[config.mk]
export PLATFORM = sky130hd
export DESIGN_NAME = id_stage
export DESIGN_NICKNAME = d
export VERILOG_FILES = /design/src/hw/id_pkg.sv /design/src/hw/id_branch_unit.sv /design/src/hw/id_decoder.sv /design/src/hw/id_ex_reg.sv /design/src/hw/id_operand_mux.sv /design/src/hw/id_stage.sv
export VERILOG_INCLUDE_DIRS = /design/src /design/src/hw
export SDC_FILE = /design/constraint.sdc
export NUM_CORES = 1
export LEC_CHECK = 0
export BUFFER_PORTS_ARGS = -buffer_cell sky130_fd_sc_hd__buf_2
export CORE_MARGIN = 2
export CORE_UTILIZATION = 50
export DETAILED_ROUTE_END_ITERATION = 7
export GPL_TIMING_DRIVEN = 0
export PLACE_DENSITY = 0.78
export SYNTH_ARGS = -nofsm -noshare
export SYNTH_HDL_FRONTEND = slang
export SYNTH_SLANG_ARGS = --single-unit
[constraint.sdc]
create_clock -name clk_i -period 7.5 [get_ports clk_i]
set_input_delay 0.75 -clock clk_i [delete_from_list [all_inputs] [get_ports clk_i]]
set_output_delay 0.75 -clock clk_i [all_outputs]
set_load 0.02 [all_outputs]
[src/hw/id_defines.svh]
`ifndef ID_DEFINES_SVH
`define ID_DEFINES_SVH

////////////////////////////////////////////////////
// Datapath and register file widths
////////////////////////////////////////////////////

`define ID_WORD_W      32
`define ID_REG_ADDR_W  5

// Fixed register numbers
`define ID_LINK_REG    5'd31
`define ID_ZERO_REG    5'd0

`endif

[src/hw/id_pkg.sv]
package id_pkg;

	// Operation handed to EX, encoding shared with the EX stage
	typedef enum logic [7:0] {
		ALU_NOP    = 8'b0000_0000,
		ALU_AND    = 8'b0010_0100,
		ALU_OR     = 8'b0010_0101,
		ALU_XOR    = 8'b0010_0110,
		ALU_NOR    = 8'b0010_0111,
		ALU_SLL    = 8'b0111_1100,
		ALU_SRL    = 8'b0000_0010,
		ALU_SRA    = 8'b0000_0011,
		ALU_MOVZ   = 8'b0000_1010,
		ALU_MOVN   = 8'b0000_1011,
		ALU_SLT    = 8'b0010_1010,
		ALU_SLTU   = 8'b0010_1011,
		ALU_ADD    = 8'b0010_0000,
		ALU_ADDU   = 8'b0010_0001,
		ALU_SUB    = 8'b0010_0010,
		ALU_SUBU   = 8'b0010_0011,
		ALU_ADDI   = 8'b0101_0101,
		ALU_ADDIU  = 8'b0101_0110,
		ALU_J      = 8'b0100_1111,
		ALU_JAL    = 8'b0101_0000,
		ALU_JR     = 8'b0000_1000,
		ALU_JALR   = 8'b0000_1001,
		ALU_BEQ    = 8'b0101_0001,
		ALU_BNE    = 8'b0101_0010,
		ALU_BGTZ   = 8'b0101_0100,
		ALU_BLEZ   = 8'b0101_0011,
		ALU_BLTZ   = 8'b0100_0000,
		ALU_BGEZ   = 8'b0100_0001,
		ALU_BLTZAL = 8'b0100_1010,
		ALU_BGEZAL = 8'b0100_1011,
		ALU_LW     = 8'b1110_0011,
		ALU_SW     = 8'b1110_1011
	} aluop_e;

	// Result class selects the EX output path
	typedef enum logic [2:0] {
		SEL_NOP         = 3'b000,
		SEL_LOGIC       = 3'b001,
		SEL_SHIFT       = 3'b010,
		SEL_MOVE        = 3'b011,
		SEL_ARITH       = 3'b100,
		SEL_JUMP_BRANCH = 3'b110,
		SEL_LOAD_STORE  = 3'b111
	} alusel_e;

	typedef enum logic [3:0] {
		BR_NONE,
		BR_ALWAYS,
		BR_EQ,
		BR_NE,
		BR_GTZ,
		BR_LEZ,
		BR_LTZ,
		BR_GEZ,
		BR_MOVN,
		BR_MOVZ
	} br_cond_e;

	// Primary opcode field, inst[31:26]
	typedef enum logic [5:0] {
		OP_SPECIAL = 6'b000000,
		OP_REGIMM  = 6'b000001,
		OP_J       = 6'b000010,
		OP_JAL     = 6'b000011,
		OP_BEQ     = 6'b000100,
		OP_BNE     = 6'b000101,
		OP_BLEZ    = 6'b000110,
		OP_BGTZ    = 6'b000111,
		OP_ADDI    = 6'b001000,
		OP_ADDIU   = 6'b001001,
		OP_SLTI    = 6'b001010,
		OP_SLTIU   = 6'b001011,
		OP_ANDI    = 6'b001100,
		OP_ORI     = 6'b001101,
		OP_XORI    = 6'b001110,
		OP_LUI     = 6'b001111,
		OP_LW      = 6'b100011,
		OP_SW      = 6'b101011
	} opcode_e;

endpackage

[src/hw/id_branch_unit.sv]
`timescale 1ns/1ps
`include "id_defines.svh"

module id_branch_unit import id_pkg::*; (
	input  logic [`ID_WORD_W-1:0] pc_i,
	input  logic [`ID_WORD_W-1:0] inst_i,
	input  br_cond_e              br_cond_i,
	input  logic                  wreg_i,
	input  logic [`ID_WORD_W-1:0] reg1_i,
	input  logic [`ID_WORD_W-1:0] reg2_i,
	output logic                  branch_flag_o,
	output logic [`ID_WORD_W-1:0] branch_target_o,
	output logic [`ID_WORD_W-1:0] link_addr_o,
	output logic                  wreg_o
);

	logic [`ID_WORD_W-1:0] pc_plus_4;
	logic [`ID_WORD_W-1:0] br_offset;
	logic                  reg1_zero;
	logic                  reg_target;
	logic                  link;

	assign pc_plus_4  = pc_i + 32'd4;
	assign br_offset  = {{14{inst_i[15]}}, inst_i[15:0], 2'b00};
	assign reg1_zero  = (reg1_i == '0);
	// JR and JALR sit under SPECIAL, bit 0 of funct marks JALR
	assign reg_target = (inst_i[31:26] == OP_SPECIAL);

	assign link = ((br_cond_i == BR_ALWAYS) &&
		((inst_i[31:26] == OP_JAL) || (reg_target && inst_i[0]))) ||
		(((br_cond_i == BR_LTZ) || (br_cond_i == BR_GEZ)) && inst_i[20]);

	assign link_addr_o = link ? (pc_i + 32'd8) : '0;

	always_comb begin
		case (br_cond_i)
			BR_ALWAYS: branch_flag_o = 1'b1;
			BR_EQ:     branch_flag_o = (reg1_i == reg2_i);
			BR_NE:     branch_flag_o = (reg1_i != reg2_i);
			BR_GTZ:    branch_flag_o = !reg1_i[31] && !reg1_zero;
			BR_LEZ:    branch_flag_o = reg1_i[31] || reg1_zero;
			BR_LTZ:    branch_flag_o = reg1_i[31];
			BR_GEZ:    branch_flag_o = !reg1_i[31];
			default:   branch_flag_o = 1'b0;
		endcase

		if (!branch_flag_o)
			branch_target_o = '0;
		else if (br_cond_i != BR_ALWAYS)
			branch_target_o = pc_plus_4 + br_offset;
		else if (reg_target)
			branch_target_o = reg1_i;
		else
			branch_target_o = {pc_plus_4[31:28], inst_i[25:0], 2'b00};

		// Conditional moves write only when rt passes the test
		case (br_cond_i)
			BR_MOVN: wreg_o = wreg_i && (reg2_i != '0);
			BR_MOVZ: wreg_o = wreg_i && (reg2_i == '0);
			default: wreg_o = wreg_i;
		endcase
	end

endmodule

[src/hw/id_decoder.sv]
`timescale 1ns/1ps
`include "id_defines.svh"

module id_decoder import id_pkg::*; (
	input  logic [`ID_WORD_W-1:0]     inst_i,
	output aluop_e                    aluop_o,
	output alusel_e                   alusel_o,
	output br_cond_e                  br_cond_o,
	output logic [`ID_REG_ADDR_W-1:0] wd_o,
	output logic                      wreg_o,
	output logic [`ID_REG_ADDR_W-1:0] reg1_addr_o,
	output logic [`ID_REG_ADDR_W-1:0] reg2_addr_o,
	output logic                      reg1_en_o,
	output logic                      reg2_en_o,
	output logic [`ID_WORD_W-1:0]     imm_o
);

	// SPECIAL function field
	localparam logic [5:0] FN_SLL  = 6'b000000;
	localparam logic [5:0] FN_SRL  = 6'b000010;
	localparam logic [5:0] FN_SRA  = 6'b000011;
	localparam logic [5:0] FN_SLLV = 6'b000100;
	localparam logic [5:0] FN_SRLV = 6'b000110;
	localparam logic [5:0] FN_SRAV = 6'b000111;
	localparam logic [5:0] FN_JR   = 6'b001000;
	localparam logic [5:0] FN_JALR = 6'b001001;
	localparam logic [5:0] FN_MOVZ = 6'b001010;
	localparam logic [5:0] FN_MOVN = 6'b001011;
	localparam logic [5:0] FN_ADD  = 6'b100000;
	localparam logic [5:0] FN_ADDU = 6'b100001;
	localparam logic [5:0] FN_SUB  = 6'b100010;
	localparam logic [5:0] FN_SUBU = 6'b100011;
	localparam logic [5:0] FN_AND  = 6'b100100;
	localparam logic [5:0] FN_OR   = 6'b100101;
	localparam logic [5:0] FN_XOR  = 6'b100110;
	localparam logic [5:0] FN_NOR  = 6'b100111;
	localparam logic [5:0] FN_SLT  = 6'b101010;
	localparam logic [5:0] FN_SLTU = 6'b101011;

	opcode_e                   opcode;
	logic [`ID_REG_ADDR_W-1:0] rs;
	logic [`ID_REG_ADDR_W-1:0] rt;
	logic [`ID_REG_ADDR_W-1:0] rd;
	logic [`ID_REG_ADDR_W-1:0] shamt;
	logic [5:0]                funct;
	logic [15:0]               imm16;
	logic                      shift_imm;

	assign opcode = opcode_e'(inst_i[31:26]);
	assign rs     = inst_i[25:21];
	assign rt     = inst_i[20:16];
	assign rd     = inst_i[15:11];
	assign shamt  = inst_i[10:6];
	assign funct  = inst_i[5:0];
	assign imm16  = inst_i[15:0];

	assign shift_imm = (funct == FN_SLL) || (funct == FN_SRL) || (funct == FN_SRA);

	// Register file is always addressed by rs and rt
	assign reg1_addr_o = rs;
	assign reg2_addr_o = rt;

	always_comb begin
		aluop_o   = ALU_NOP;
		wd_o      = `ID_ZERO_REG;
		wreg_o    = 1'b0;
		reg1_en_o = 1'b0;
		reg2_en_o = 1'b0;
		imm_o     = '0;
		case (opcode)
			OP_SPECIAL: begin
				case (funct)
					FN_AND:           aluop_o = ALU_AND;
					FN_OR:            aluop_o = ALU_OR;
					FN_XOR:           aluop_o = ALU_XOR;
					FN_NOR:           aluop_o = ALU_NOR;
					FN_SLL, FN_SLLV:  aluop_o = ALU_SLL;
					FN_SRL, FN_SRLV:  aluop_o = ALU_SRL;
					FN_SRA, FN_SRAV:  aluop_o = ALU_SRA;
					FN_ADD:           aluop_o = ALU_ADD;
					FN_ADDU:          aluop_o = ALU_ADDU;
					FN_SUB:           aluop_o = ALU_SUB;
					FN_SUBU:          aluop_o = ALU_SUBU;
					FN_SLT:           aluop_o = ALU_SLT;
					FN_SLTU:          aluop_o = ALU_SLTU;
					FN_MOVN:          aluop_o = ALU_MOVN;
					FN_MOVZ:          aluop_o = ALU_MOVZ;
					FN_JR:            aluop_o = ALU_JR;
					FN_JALR:          aluop_o = ALU_JALR;
					default:          aluop_o = ALU_NOP;
				endcase
				// Immediate shifts need rs clear, the rest need shamt clear
				if (shift_imm ? (rs != 5'd0) : (shamt != 5'd0))
					aluop_o = ALU_NOP;
				if (aluop_o != ALU_NOP) begin
					wd_o      = rd;
					wreg_o    = (funct != FN_JR);
					reg1_en_o = !shift_imm;
					reg2_en_o = (funct != FN_JR) && (funct != FN_JALR);
					if (shift_imm)
						imm_o = {27'h0, shamt};
				end
			end
			OP_ANDI, OP_ORI, OP_XORI, OP_LUI, OP_ADDI, OP_ADDIU, OP_SLTI, OP_SLTIU: begin
				wd_o      = rt;
				wreg_o    = 1'b1;
				// LUI ORs the shifted immediate with itself
				reg1_en_o = (opcode != OP_LUI);
				imm_o     = {{16{imm16[15]}}, imm16};
				case (opcode)
					OP_ANDI:  aluop_o = ALU_AND;
					OP_ORI:   aluop_o = ALU_OR;
					OP_XORI:  aluop_o = ALU_XOR;
					OP_LUI:   aluop_o = ALU_OR;
					OP_ADDI:  aluop_o = ALU_ADDI;
					OP_ADDIU: aluop_o = ALU_ADDIU;
					OP_SLTI:  aluop_o = ALU_SLT;
					default:  aluop_o = ALU_SLTU;
				endcase
				if (opcode inside {OP_ANDI, OP_ORI, OP_XORI})
					imm_o = {16'h0, imm16};
				else if (opcode == OP_LUI)
					imm_o = {imm16, 16'h0};
			end
			OP_J: aluop_o = ALU_J;
			OP_JAL: begin
				aluop_o = ALU_JAL;
				wd_o    = `ID_LINK_REG;
				wreg_o  = 1'b1;
			end
			OP_BEQ, OP_BNE: begin
				aluop_o   = (opcode == OP_BEQ) ? ALU_BEQ : ALU_BNE;
				reg1_en_o = 1'b1;
				reg2_en_o = 1'b1;
			end
			OP_BGTZ, OP_BLEZ: begin
				aluop_o   = (opcode == OP_BGTZ) ? ALU_BGTZ : ALU_BLEZ;
				reg1_en_o = 1'b1;
			end
			OP_REGIMM: begin
				case (rt)
					5'b00000: aluop_o = ALU_BLTZ;
					5'b00001: aluop_o = ALU_BGEZ;
					5'b10000: aluop_o = ALU_BLTZAL;
					5'b10001: aluop_o = ALU_BGEZAL;
					default:  aluop_o = ALU_NOP;
				endcase
				reg1_en_o = (aluop_o != ALU_NOP);
				// Linking forms always write r31
				if (rt[4] && reg1_en_o) begin
					wd_o   = `ID_LINK_REG;
					wreg_o = 1'b1;
				end
			end
			OP_LW: begin
				aluop_o   = ALU_LW;
				wd_o      = rt;
				wreg_o    = 1'b1;
				reg1_en_o = 1'b1;
			end
			OP_SW: begin
				aluop_o   = ALU_SW;
				reg1_en_o = 1'b1;
				reg2_en_o = 1'b1;
			end
			// SYNC and PREF land here as NOP
			default: ;
		endcase
	end

	////////////////////////////////////////////////////
	// Result class and branch condition from aluop
	////////////////////////////////////////////////////

	always_comb begin
		case (aluop_o)
			ALU_NOP:                                alusel_o = SEL_NOP;
			ALU_AND, ALU_OR, ALU_XOR, ALU_NOR:      alusel_o = SEL_LOGIC;
			ALU_SLL, ALU_SRL, ALU_SRA:              alusel_o = SEL_SHIFT;
			ALU_MOVN, ALU_MOVZ:                     alusel_o = SEL_MOVE;
			ALU_LW, ALU_SW:                         alusel_o = SEL_LOAD_STORE;
			ALU_J, ALU_JAL, ALU_JR, ALU_JALR, ALU_BEQ, ALU_BNE, ALU_BGTZ, ALU_BLEZ,
			ALU_BLTZ, ALU_BGEZ, ALU_BLTZAL, ALU_BGEZAL: alusel_o = SEL_JUMP_BRANCH;
			default:                                alusel_o = SEL_ARITH;
		endcase
		case (aluop_o)
			ALU_J, ALU_JAL, ALU_JR, ALU_JALR: br_cond_o = BR_ALWAYS;
			ALU_BEQ:                          br_cond_o = BR_EQ;
			ALU_BNE:                          br_cond_o = BR_NE;
			ALU_BGTZ:                         br_cond_o = BR_GTZ;
			ALU_BLEZ:                         br_cond_o = BR_LEZ;
			ALU_BLTZ, ALU_BLTZAL:             br_cond_o = BR_LTZ;
			ALU_BGEZ, ALU_BGEZAL:             br_cond_o = BR_GEZ;
			ALU_MOVN:                         br_cond_o = BR_MOVN;
			ALU_MOVZ:                         br_cond_o = BR_MOVZ;
			default:                          br_cond_o = BR_NONE;
		endcase
	end

endmodule

[src/hw/id_ex_reg.sv]
`timescale 1ns/1ps
`include "id_defines.svh"

module id_ex_reg import id_pkg::*; (
	input  logic                      clk_i,
	input  logic                      arst_n_i,
	input  logic                      stall_i,
	input  aluop_e                    aluop_i,
	input  alusel_e                   alusel_i,
	input  logic [`ID_WORD_W-1:0]     reg1_i,
	input  logic [`ID_WORD_W-1:0]     reg2_i,
	input  logic [`ID_REG_ADDR_W-1:0] wd_i,
	input  logic                      wreg_i,
	input  logic [`ID_WORD_W-1:0]     link_addr_i,
	input  logic [`ID_WORD_W-1:0]     branch_target_i,
	input  logic                      branch_flag_i,
	input  logic [`ID_WORD_W-1:0]     inst_i,
	output aluop_e                    aluop_o,
	output alusel_e                   alusel_o,
	output logic [`ID_WORD_W-1:0]     reg1_o,
	output logic [`ID_WORD_W-1:0]     reg2_o,
	output logic [`ID_REG_ADDR_W-1:0] wd_o,
	output logic                      wreg_o,
	output logic [`ID_WORD_W-1:0]     link_addr_o,
	output logic [`ID_WORD_W-1:0]     branch_target_o,
	output logic                      branch_flag_o,
	output logic                      in_delay_slot_o,
	output logic [`ID_WORD_W-1:0]     inst_o
);

	// Set once a taken branch is captured, held until its slot arrives
	logic next_in_delay_slot;

	always_ff @(posedge clk_i or negedge arst_n_i) begin
		if (!arst_n_i) begin
			aluop_o            <= ALU_NOP;
			alusel_o           <= SEL_NOP;
			reg1_o             <= '0;
			reg2_o             <= '0;
			wd_o               <= `ID_ZERO_REG;
			wreg_o             <= 1'b0;
			link_addr_o        <= '0;
			branch_target_o    <= '0;
			branch_flag_o      <= 1'b0;
			inst_o             <= '0;
			in_delay_slot_o    <= 1'b0;
			next_in_delay_slot <= 1'b0;
		end else begin
			// A stall turns the captured instruction into a bubble
			aluop_o         <= stall_i ? ALU_NOP : aluop_i;
			alusel_o        <= stall_i ? SEL_NOP : alusel_i;
			reg1_o          <= stall_i ? '0 : reg1_i;
			reg2_o          <= stall_i ? '0 : reg2_i;
			wd_o            <= stall_i ? `ID_ZERO_REG : wd_i;
			wreg_o          <= !stall_i && wreg_i;
			link_addr_o     <= stall_i ? '0 : link_addr_i;
			branch_target_o <= stall_i ? '0 : branch_target_i;
			branch_flag_o   <= !stall_i && branch_flag_i;
			inst_o          <= stall_i ? '0 : inst_i;
			if (!stall_i) begin
				in_delay_slot_o    <= next_in_delay_slot;
				next_in_delay_slot <= branch_flag_i;
			end
		end
	end

endmodule

[src/hw/id_operand_mux.sv]
`timescale 1ns/1ps
`include "id_defines.svh"

module id_operand_mux import id_pkg::*; (
	input  logic                      read_en_i,
	input  logic [`ID_REG_ADDR_W-1:0] read_addr_i,
	input  logic [`ID_WORD_W-1:0]     imm_i,
	input  logic [`ID_WORD_W-1:0]     rf_data_i,
	input  logic                      ex_wreg_i,
	input  logic [`ID_REG_ADDR_W-1:0] ex_wd_i,
	input  logic [`ID_WORD_W-1:0]     ex_wdata_i,
	input  aluop_e                    ex_aluop_i,
	input  logic                      mem_wreg_i,
	input  logic [`ID_REG_ADDR_W-1:0] mem_wd_i,
	input  logic [`ID_WORD_W-1:0]     mem_wdata_i,
	output logic [`ID_WORD_W-1:0]     operand_o,
	output logic                      stall_o
);

	logic ex_match;
	logic ex_hit;
	logic mem_hit;

	assign ex_match = (ex_wd_i == read_addr_i);
	assign ex_hit   = ex_wreg_i && ex_match;
	assign mem_hit  = mem_wreg_i && (mem_wd_i == read_addr_i);

	// Load data is not ready until MEM, so the consumer waits a cycle
	assign stall_o = read_en_i && ex_match && (ex_aluop_i == ALU_LW);

	always_comb begin
		if (!read_en_i)
			operand_o = imm_i;
		else if (stall_o)
			operand_o = '0;
		else if (ex_hit)
			operand_o = ex_wdata_i;
		else if (mem_hit)
			operand_o = mem_wdata_i;
		else
			operand_o = rf_data_i;
	end

endmodule

[src/hw/id_stage.sv]
`timescale 1ns/1ps
`include "id_defines.svh"

module id_stage import id_pkg::*; (
	input  logic                      clk_i,
	input  logic                      arst_n_i,
	input  logic [`ID_WORD_W-1:0]     pc_i,
	input  logic [`ID_WORD_W-1:0]     inst_i,
	input  logic [`ID_WORD_W-1:0]     reg1_data_i,
	input  logic [`ID_WORD_W-1:0]     reg2_data_i,
	input  logic                      ex_wreg_i,
	input  logic [`ID_REG_ADDR_W-1:0] ex_wd_i,
	input  logic [`ID_WORD_W-1:0]     ex_wdata_i,
	input  aluop_e                    ex_aluop_i,
	input  logic                      mem_wreg_i,
	input  logic [`ID_REG_ADDR_W-1:0] mem_wd_i,
	input  logic [`ID_WORD_W-1:0]     mem_wdata_i,
	output logic [`ID_REG_ADDR_W-1:0] reg1_addr_o,
	output logic [`ID_REG_ADDR_W-1:0] reg2_addr_o,
	output logic                      stall_o,
	output aluop_e                    aluop_o,
	output alusel_e                   alusel_o,
	output logic [`ID_WORD_W-1:0]     reg1_o,
	output logic [`ID_WORD_W-1:0]     reg2_o,
	output logic [`ID_REG_ADDR_W-1:0] wd_o,
	output logic                      wreg_o,
	output logic [`ID_WORD_W-1:0]     link_addr_o,
	output logic [`ID_WORD_W-1:0]     branch_target_o,
	output logic                      branch_flag_o,
	output logic                      in_delay_slot_o,
	output logic [`ID_WORD_W-1:0]     inst_o
);

	aluop_e                    dec_aluop;
	alusel_e                   dec_alusel;
	br_cond_e                  dec_br_cond;
	logic [`ID_REG_ADDR_W-1:0] dec_wd;
	logic                      dec_wreg;
	logic                      reg1_en;
	logic                      reg2_en;
	logic [`ID_WORD_W-1:0]     imm;
	logic [`ID_WORD_W-1:0]     opnd1;
	logic [`ID_WORD_W-1:0]     opnd2;
	logic                      stall1;
	logic                      stall2;
	logic                      br_flag;
	logic [`ID_WORD_W-1:0]     br_target;
	logic [`ID_WORD_W-1:0]     link_addr;
	logic                      final_wreg;

	assign stall_o = stall1 | stall2;

	id_decoder u_decoder (
		.inst_i      (inst_i),
		.aluop_o     (dec_aluop),
		.alusel_o    (dec_alusel),
		.br_cond_o   (dec_br_cond),
		.wd_o        (dec_wd),
		.wreg_o      (dec_wreg),
		.reg1_addr_o (reg1_addr_o),
		.reg2_addr_o (reg2_addr_o),
		.reg1_en_o   (reg1_en),
		.reg2_en_o   (reg2_en),
		.imm_o       (imm)
	);

	//////////////////////////////////////////////////
	// Operand resolution, one mux per source
	//////////////////////////////////////////////////

	id_operand_mux u_op1_mux (
		.read_en_i   (reg1_en),
		.read_addr_i (reg1_addr_o),
		.imm_i       (imm),
		.rf_data_i   (reg1_data_i),
		.ex_wreg_i   (ex_wreg_i),
		.ex_wd_i     (ex_wd_i),
		.ex_wdata_i  (ex_wdata_i),
		.ex_aluop_i  (ex_aluop_i),
		.mem_wreg_i  (mem_wreg_i),
		.mem_wd_i    (mem_wd_i),
		.mem_wdata_i (mem_wdata_i),
		.operand_o   (opnd1),
		.stall_o     (stall1)
	);

	id_operand_mux u_op2_mux (
		.read_en_i   (reg2_en),
		.read_addr_i (reg2_addr_o),
		.imm_i       (imm),
		.rf_data_i   (reg2_data_i),
		.ex_wreg_i   (ex_wreg_i),
		.ex_wd_i     (ex_wd_i),
		.ex_wdata_i  (ex_wdata_i),
		.ex_aluop_i  (ex_aluop_i),
		.mem_wreg_i  (mem_wreg_i),
		.mem_wd_i    (mem_wd_i),
		.mem_wdata_i (mem_wdata_i),
		.operand_o   (opnd2),
		.stall_o     (stall2)
	);

	id_branch_unit u_branch (
		.pc_i            (pc_i),
		.inst_i          (inst_i),
		.br_cond_i       (dec_br_cond),
		.wreg_i          (dec_wreg),
		.reg1_i          (opnd1),
		.reg2_i          (opnd2),
		.branch_flag_o   (br_flag),
		.branch_target_o (br_target),
		.link_addr_o     (link_addr),
		.wreg_o          (final_wreg)
	);

	id_ex_reg u_id_ex (
		.clk_i           (clk_i),
		.arst_n_i        (arst_n_i),
		.stall_i         (stall_o),
		.aluop_i         (dec_aluop),
		.alusel_i        (dec_alusel),
		.reg1_i          (opnd1),
		.reg2_i          (opnd2),
		.wd_i            (dec_wd),
		.wreg_i          (final_wreg),
		.link_addr_i     (link_addr),
		.branch_target_i (br_target),
		.branch_flag_i   (br_flag),
		.inst_i          (inst_i),
		.aluop_o         (aluop_o),
		.alusel_o        (alusel_o),
		.reg1_o          (reg1_o),
		.reg2_o          (reg2_o),
		.wd_o            (wd_o),
		.wreg_o          (wreg_o),
		.link_addr_o     (link_addr_o),
		.branch_target_o (branch_target_o),
		.branch_flag_o   (branch_flag_o),
		.in_delay_slot_o (in_delay_slot_o),
		.inst_o          (inst_o)
	);

endmodule

## Yosys cells after proc, flatten, opt, wreduce, memory -nomap -nowiden

Memory sizes are Yosys's and may differ from the RTL's.
Index checks and enable logic that the tools add are counted.

- Register bits after elaboration: 180
- ROM bits: 448
- Input bits: 214
- Output and inout port bits: 190
- Word-level logic and storage cells: 186
- Memories: 1

Memory list:

| name | depth | bits a word | read ports | clocked after Yosys merged registers in | wr ports | line | source |
|---|---|---|---|---|---|---|---|
| (name not given) | 64 | 7 | 1 | 0 | 0 | id_decoder.sv:72 | `case (funct)` |

- $add $sub $neg: 3
- Eq/ne operators: 65
- Muxes and demuxes: 48
- Bitwise logic cells: 1
- Reduce and logical (&&, ||, !) cells: 56

Operator list:

| cell | number |
|---|---|
| two-way mux 32 bit | 19 |
| equality test 8 x 7 -> 1 bit, second input constant | 11 |
| case mux 8 bit (9 select lines) | 1 |
| zero test 32 bit | 2 |
| case mux 32 bit (2 select lines) | 1 |
| equality test 6 x 4 -> 1 bit, second input constant | 8 |
| case mux 7 bit (6 select lines) | 1 |
| case mux 4 bit (9 select lines) | 1 |
| adder 32 x 3 -> 32 bit, second input constant | 1 |
| adder 32 bit | 1 |
| adder 32 x 4 -> 32 bit, second input constant | 1 |
| equality test 32 bit | 1 |
| equality test 8 x 4 -> 1 bit, second input constant | 4 |
| equality test 8 x 6 -> 1 bit, second input constant | 4 |
| two-way mux 8 bit | 4 |
| != test 32 bit | 1 |
| nonzero test 32 bit | 1 |
| two-way mux 31 bit | 1 |
| case mux 7 bit (4 select lines) | 1 |
| equality test 6 x 2 -> 1 bit, second input constant | 4 |
| equality test 6 x 3 -> 1 bit, second input constant | 4 |
| equality test 8 bit, second input constant | 3 |
| equality test 5 bit | 4 |
| two-way mux 5 bit | 4 |
| 38 further kinds | 90 |

## Depth between registers and ports, before layout

- Depth in word-level cells: 19
- Depth in mapped cells: 19
- Mapped depth without buffers: 19

## Hierarchy

Synthesis repeated with hierarchy kept, for this count alone.

- Cell total of the unflattened synthesis: 1553
- Area total of the unflattened synthesis: 13648.1 um^2

By module, submodules not included:

| module | times used | cells each | area an instance (um^2) | sequential area each (um^2) |
|---|---|---|---|---|
| id_ex_reg | 1 | 380 | 6054.6 | 4504.3 |
| id_branch_unit | 1 | 638 | 3986.3 | 0.0 |
| id_operand_mux | 2 | 168 | 1178.6 | 0.0 |
| id_decoder | 1 | 198 | 1243.7 | 0.0 |
| id_stage | 1 | 1 | 6.3 | 0.0 |

## Least setup slack after synthesis

Ideal clock, no wire load.

- Kind: input -> register
- Start point: input port pc_i[8]
- End point: register u_id_ex.branch_target_o[21]
- Setup time: 0.137 ns
- Arrival time: 4.105 ns
- Data required time: 7.363 ns
- Path slack: 3.258 ns
- Cell stages on the path: 18
- Path buffers: 1
- Cells stage by stage: clkbuf_1 > and3_1 > nand2_1 > nor3_1 > nand3_1 > xnor2_1 > ha_1 > a21o_1 > a21o_1 > a211oi_1 > o21ai_0 > a21o_1 > a21o_1 > a21o_1 > a211oi_1 > nor3_1 > o21ai_0 > a21oi_1

- Longest elaborated chain between the ends: 5

Ends and longest elaborated chain:

| element | line | source |
|---|---|---|
| start, declared | id_stage.sv:7 | `` input logic [`ID_WORD_W-1:0] pc_i, `` |
| adder 32 x 3 -> 32 bit | id_branch_unit.sv:23 | `assign pc_plus_4 = pc_i + 32'd4;` |
| adder 32 bit | id_branch_unit.sv:50 | `branch_target_o = pc_plus_4 + br_offset;` |
| two-way mux 32 bit | id_branch_unit.sv:49 | `else if (br_cond_i != BR_ALWAYS)` |
| two-way mux 32 bit | id_branch_unit.sv:47 | `if (!branch_flag_o)` |
| two-way mux 32 bit | id_ex_reg.sv:57 | `branch_target_o <= stall_i ? '0 : branch_target_i;` |
| end signal, assigned | id_ex_reg.sv:57 |  |
| end, declared | id_ex_reg.sv:25 | `` output logic [`ID_WORD_W-1:0] branch_target_o, `` |

Every way passes these cells.
A chain may end at the register's enable or synchronous reset.

## Worst setup path after layout

- Start point: input port inst_i[0]
- End point: output port stall_o

- Longest elaborated chain between the ends: 12
- Elaborated cells on any way between the ends: 23
- Those cells by class: eq/ne (4); mux (7); bitwise (1); reduce/logical (10); memory (1)

Ends and longest elaborated chain:

| element | line | source |
|---|---|---|
| start, declared | id_stage.sv:8 | `` input logic [`ID_WORD_W-1:0] inst_i, `` |
| parallel branches: the longest is 11 deep, another holds memory (64 x 7 bit) | -- |  |
| OR 1 bit * | id_stage.sv:51 | `assign stall_o = stall1 \| stall2;` |
| end, declared | id_stage.sv:20 | `output logic stall_o,` |

Every way passes the cells marked *. The select of a mux whose other input is x is not followed.

==> results by group <==
Run status
  – Outcome: finished clean

Yosys
  – Xor/xnor share of the synthesized area: 8.09%
  – Yosys cell types: 87
  – Syn avg cell area: 7.95 um2
  – FF+latch count, synth: 180
  – Synthesized area: 13400 um2
  – Share of Yosys cell area claimed by the top area cell type: 33.6%
  – Top FF cell, synth: dfrtp_1
  – Sequential area share after synthesis: 33.6%
  – Synth area leader: dfrtp_1
  – Number of flops mapped to enable cells by yosys: 0
  – Multiplexer fraction of the synthesized cell area: 1.58%
  – Synth Area in Simple Gates: 26.2%
  – Yosys warnings: 0
  – Largest family of logic cells by synthesized area: simple AND/OR/NAND/NOR gates
  – Compound-cell area share of the yosys netlist: 22.8%
  – Mapped Cells: 1688
  – Top cells by count, synth: nor2_1 (225), dfrtp_1 (180), nand2_1 (145), nand3_1 (101), a21oi_1 (99)
  – Post-Syn Nets: 1934
  – Async SR Flop Fraction: 100%
  – Adder-cell share of the synthesized area: 3.11%
  – Count leader, synth: nor2_1
  – Top post-synthesis cells by area: dfrtp_1 (34%), nor2_1 (6.3%), xnor2_1 (5.0%)

Global route
  – First-pass GRT wire length: 94500 um
  – Vias in the first global route: 15100
  – Tot GR Track Use: 44.6%
  – Grt ovf: 0
  – Initial antenna violation count: 0
  – Largest net degree at the start of global routing: 130

Timing
  – RSZ-0062 raised after global routing: false
  – # setup viols final: 0
  – Final Hold Viols: 0
  – Slew @ Worst Pin: 1240 ps
  – Period minus WS final: 5790 ps
  – Max Freq: 173 MHz
  – Slew HR: 17.4%
  – Setup TNS: 0 ps
  – Crit share post-route: 77.2%
  – Final Max Slew Viols: 0
  – Clk_skew: 3.57 ps

Power
  – Tot Pwr: 2760 uW
  – Max IR drop VDD: 0.112 mV
  – Seq pwr share: 36.6%
  – Leak Pwr: 0.00756 uW
  – Sw Ratio: 36.9%
  – Gate power share: 27.7%
  – Internal power: 1740 uW
  – Clock share of power: 35.7%
  – Psw: 1020 uW
  – Pwr Density: 168 nW/um2

Setup path
  – Critical Path AT: 5040 ps
  – CP top delay family: buffers and inverters
  – Crit path kind: input pin to output pin
  – Worst path slowest cell: a21boi_1
  – Critical Path Max Stage Delay: 1020 ps
  – Worst reg-to-reg path cell count: 2
  – Critical Path Sink Type: output pin
  – CP max FO: 10
  – Stages on the worst setup path: 12
  – Worst EP required: 6750 ps
  – WP buf/inv: 6
  – CP cell instances: buf_2 > clkbuf_1 > nor3b_1 > a21oi_1 > o21bai_1 > o21a_1 > or4_1 > buf_2 > a21boi_1 > inv_2 > buf_1 > buf_2
  – CP most frequent cell: buf_2
  – Worst Setup Start Kind: input pin

Detailed routing
  – Drt via density: 6.57
  – DRT antenna net count: 0
  – TritonRoute pass-1 iters: 7
  – Number of remaining DRC errors: 0
  – Final WL: 64800 um
  – Drt first-iter violations: 2208
  – Routed via count: 16100
  – Post-DR wirelength/cell: 26.5 um

Clock network
  – CTS root buf: clkbuf_16
  – Clock Pin Slew Worst Setup and Hold Paths: 90 ps
  – Cts bufs inserted: 17
  – CTS tree: built
  – Clock Sink Count: 180
  – # hold bufs at CTS: 0
  – Worst-Skew Late Latency: 450 ps
  – H-tree depth: 4
  – Bufs on Longest Clock Path: 2
  – Post-CTS sizing: 0
  – Post-CTS Setup Bufs: 0

Floorplanning
  – Die Span Y: 168 um
  – Num rows: 59
  – Die X-Extent: 168 um
  – Initial Utilization: 51.2%
  – Io pins: 404
  – Core area: 26200 um2
  – Die area: 28200 um2

Final layout
  – # nets final: 2348
  – Layout area overhead: 22.8%
  – Non-Filler Instances: 2450
  – Util after Layout: 62.9%
  – Finished Cell Area: 16500 um2
  – Ant. Diodes: 0
  – Share of layout cells above drive strength 1: 22.8%

Place
  – Placed cell count: 2418
  – Final RePlAce weighted congestion: 1.07
  – DP Area: 15900 um2
  – Post-DP HPWL: 51800 um
  – # port buffers: 394

Worst hold path
  – Worst Hold Class: input pin to asynchronous set/reset pin

Flow run
  – Maximum capacitance violations: 0
==> kinds of logic after synthesis <==
| kind of cell | Yosys count |
|---|---|
| adder cells (fa/ha/maj) | 33 |
| multiplexers | 21 |
| AO/OA/AOI/OAI | 461 |
| XOR/XNOR | 124 |
| buffers and inverters | 145 |
| flip-flops | 180 |
| AND/OR/NAND/NOR | 724 |
==> per-stage QoR <==
step                worst slack [ps]  hold slack [ps]
finish                          1710              188
global route                    1590              225
CTS                             1960              208
detailed placement              1830              474
global placement                1850              469
floorplan                       3260              439
==> placed cells by master (no fill, tap or decap), drive strengths merged, types with 11 or more instances in the layout <==
master | synthesis | routed
and3 | 16 | 16
nor2 | 227 | 227
a211oi | 22 | 22
nand3 | 101 | 101
o211ai | 39 | 39
a21o | 20 | 20
buf | 46 | 441
xnor2 | 76 | 76
o21a | 13 | 13
or4 | 13 | 13
mux2i | 20 | 20
a21oi | 100 | 100
dfrtp | 180 | 180
ha | 31 | 31
clkbuf | 82 | 99
nor4 | 25 | 25
a22oi | 17 | 17
or3 | 11 | 11
nand2 | 145 | 145
a31oi | 42 | 42
nand4 | 17 | 17
xor2 | 48 | 48
a211o | 13 | 13
and2 | 45 | 45
nor2b | 20 | 20
o21ai | 104 | 104
inv | 17 | 23
nor3 | 65 | 65
==> per-layer routing <==
| metal | vias to the layer above | GRT usage, % | wire (um) | part of all wire [%] |
|---|---|---|---|---|
| met3 | 251 | 10.4 | 7840 | 12 |
| met2 | 1303 | 66.8 | 27500 | 42 |
| li1 | 6920 | - | - | - |
| met4 | 0 | 23.3 | 4040 | 6.2 |
| met5 | - | 0 | 0 | 0 |
| met1 | 7630 | 60.4 | 25400 | 39 |
==> power by group through the flow <==
stage | sequential (uW) | clock (uW) | combinational (uW)
floorplan | 1070 | 0 | 377
global placement | 1030 | 0 | 723
detailed placement | 1030 | 0 | 733
CTS | 1010 | 982 | 737
global route | 1010 | 1020 | 804
finish | 1010 | 988 | 766
==> worst paths after layout <==
| kind | startpoint | to | slack (ps) |
|---|---|---|---|
| setup / recovery | inst_i[0] | stall_o | 1710 |
| hold / removal | arst_n_i | u_id_ex.reg2_o[6] | 190 |
| min in group clk_i | pc_i[3] | u_id_ex.link_addr_o[3] | 500 |
| setup reg to reg | u_id_ex.next_in_delay_slot | u_id_ex.next_in_delay_slot | 6780 |
| hold reg to reg | u_id_ex.next_in_delay_slot | u_id_ex.in_delay_slot_o | 500 |
| max in group asynchronous | arst_n_i | u_id_ex.reg2_o[27] | 6300 |
==> flip-flops by register name (all words and copies together) (netlist names), 3 cells and up <==
name,flops
u_id_ex.aluop_o,8
u_id_ex.reg1_o,32
u_id_ex.link_addr_o,32
u_id_ex.branch_target_o,32
u_id_ex.wd_o,5
u_id_ex.reg2_o,32
u_id_ex.inst_o,32
u_id_ex.alusel_o,3
==> final cells by class <==
| class | count | area, um2 |
|---|---|---|
| plain buffers | 128 | 574 |
| flip-flops and latches | 180 | 4500 |
| multi-input cells | 1363 | 8280 |
| inverters | 17 | 63.8 |
| well taps | 335 | 419 |
| clock inverters | 15 | 208 |
| repair buffers | 395 | 2010 |
| fillers | 2305 | 9720 |
| clock buffers | 17 | 425 |
No activity file was read; power rests on OpenSTA's default activity.
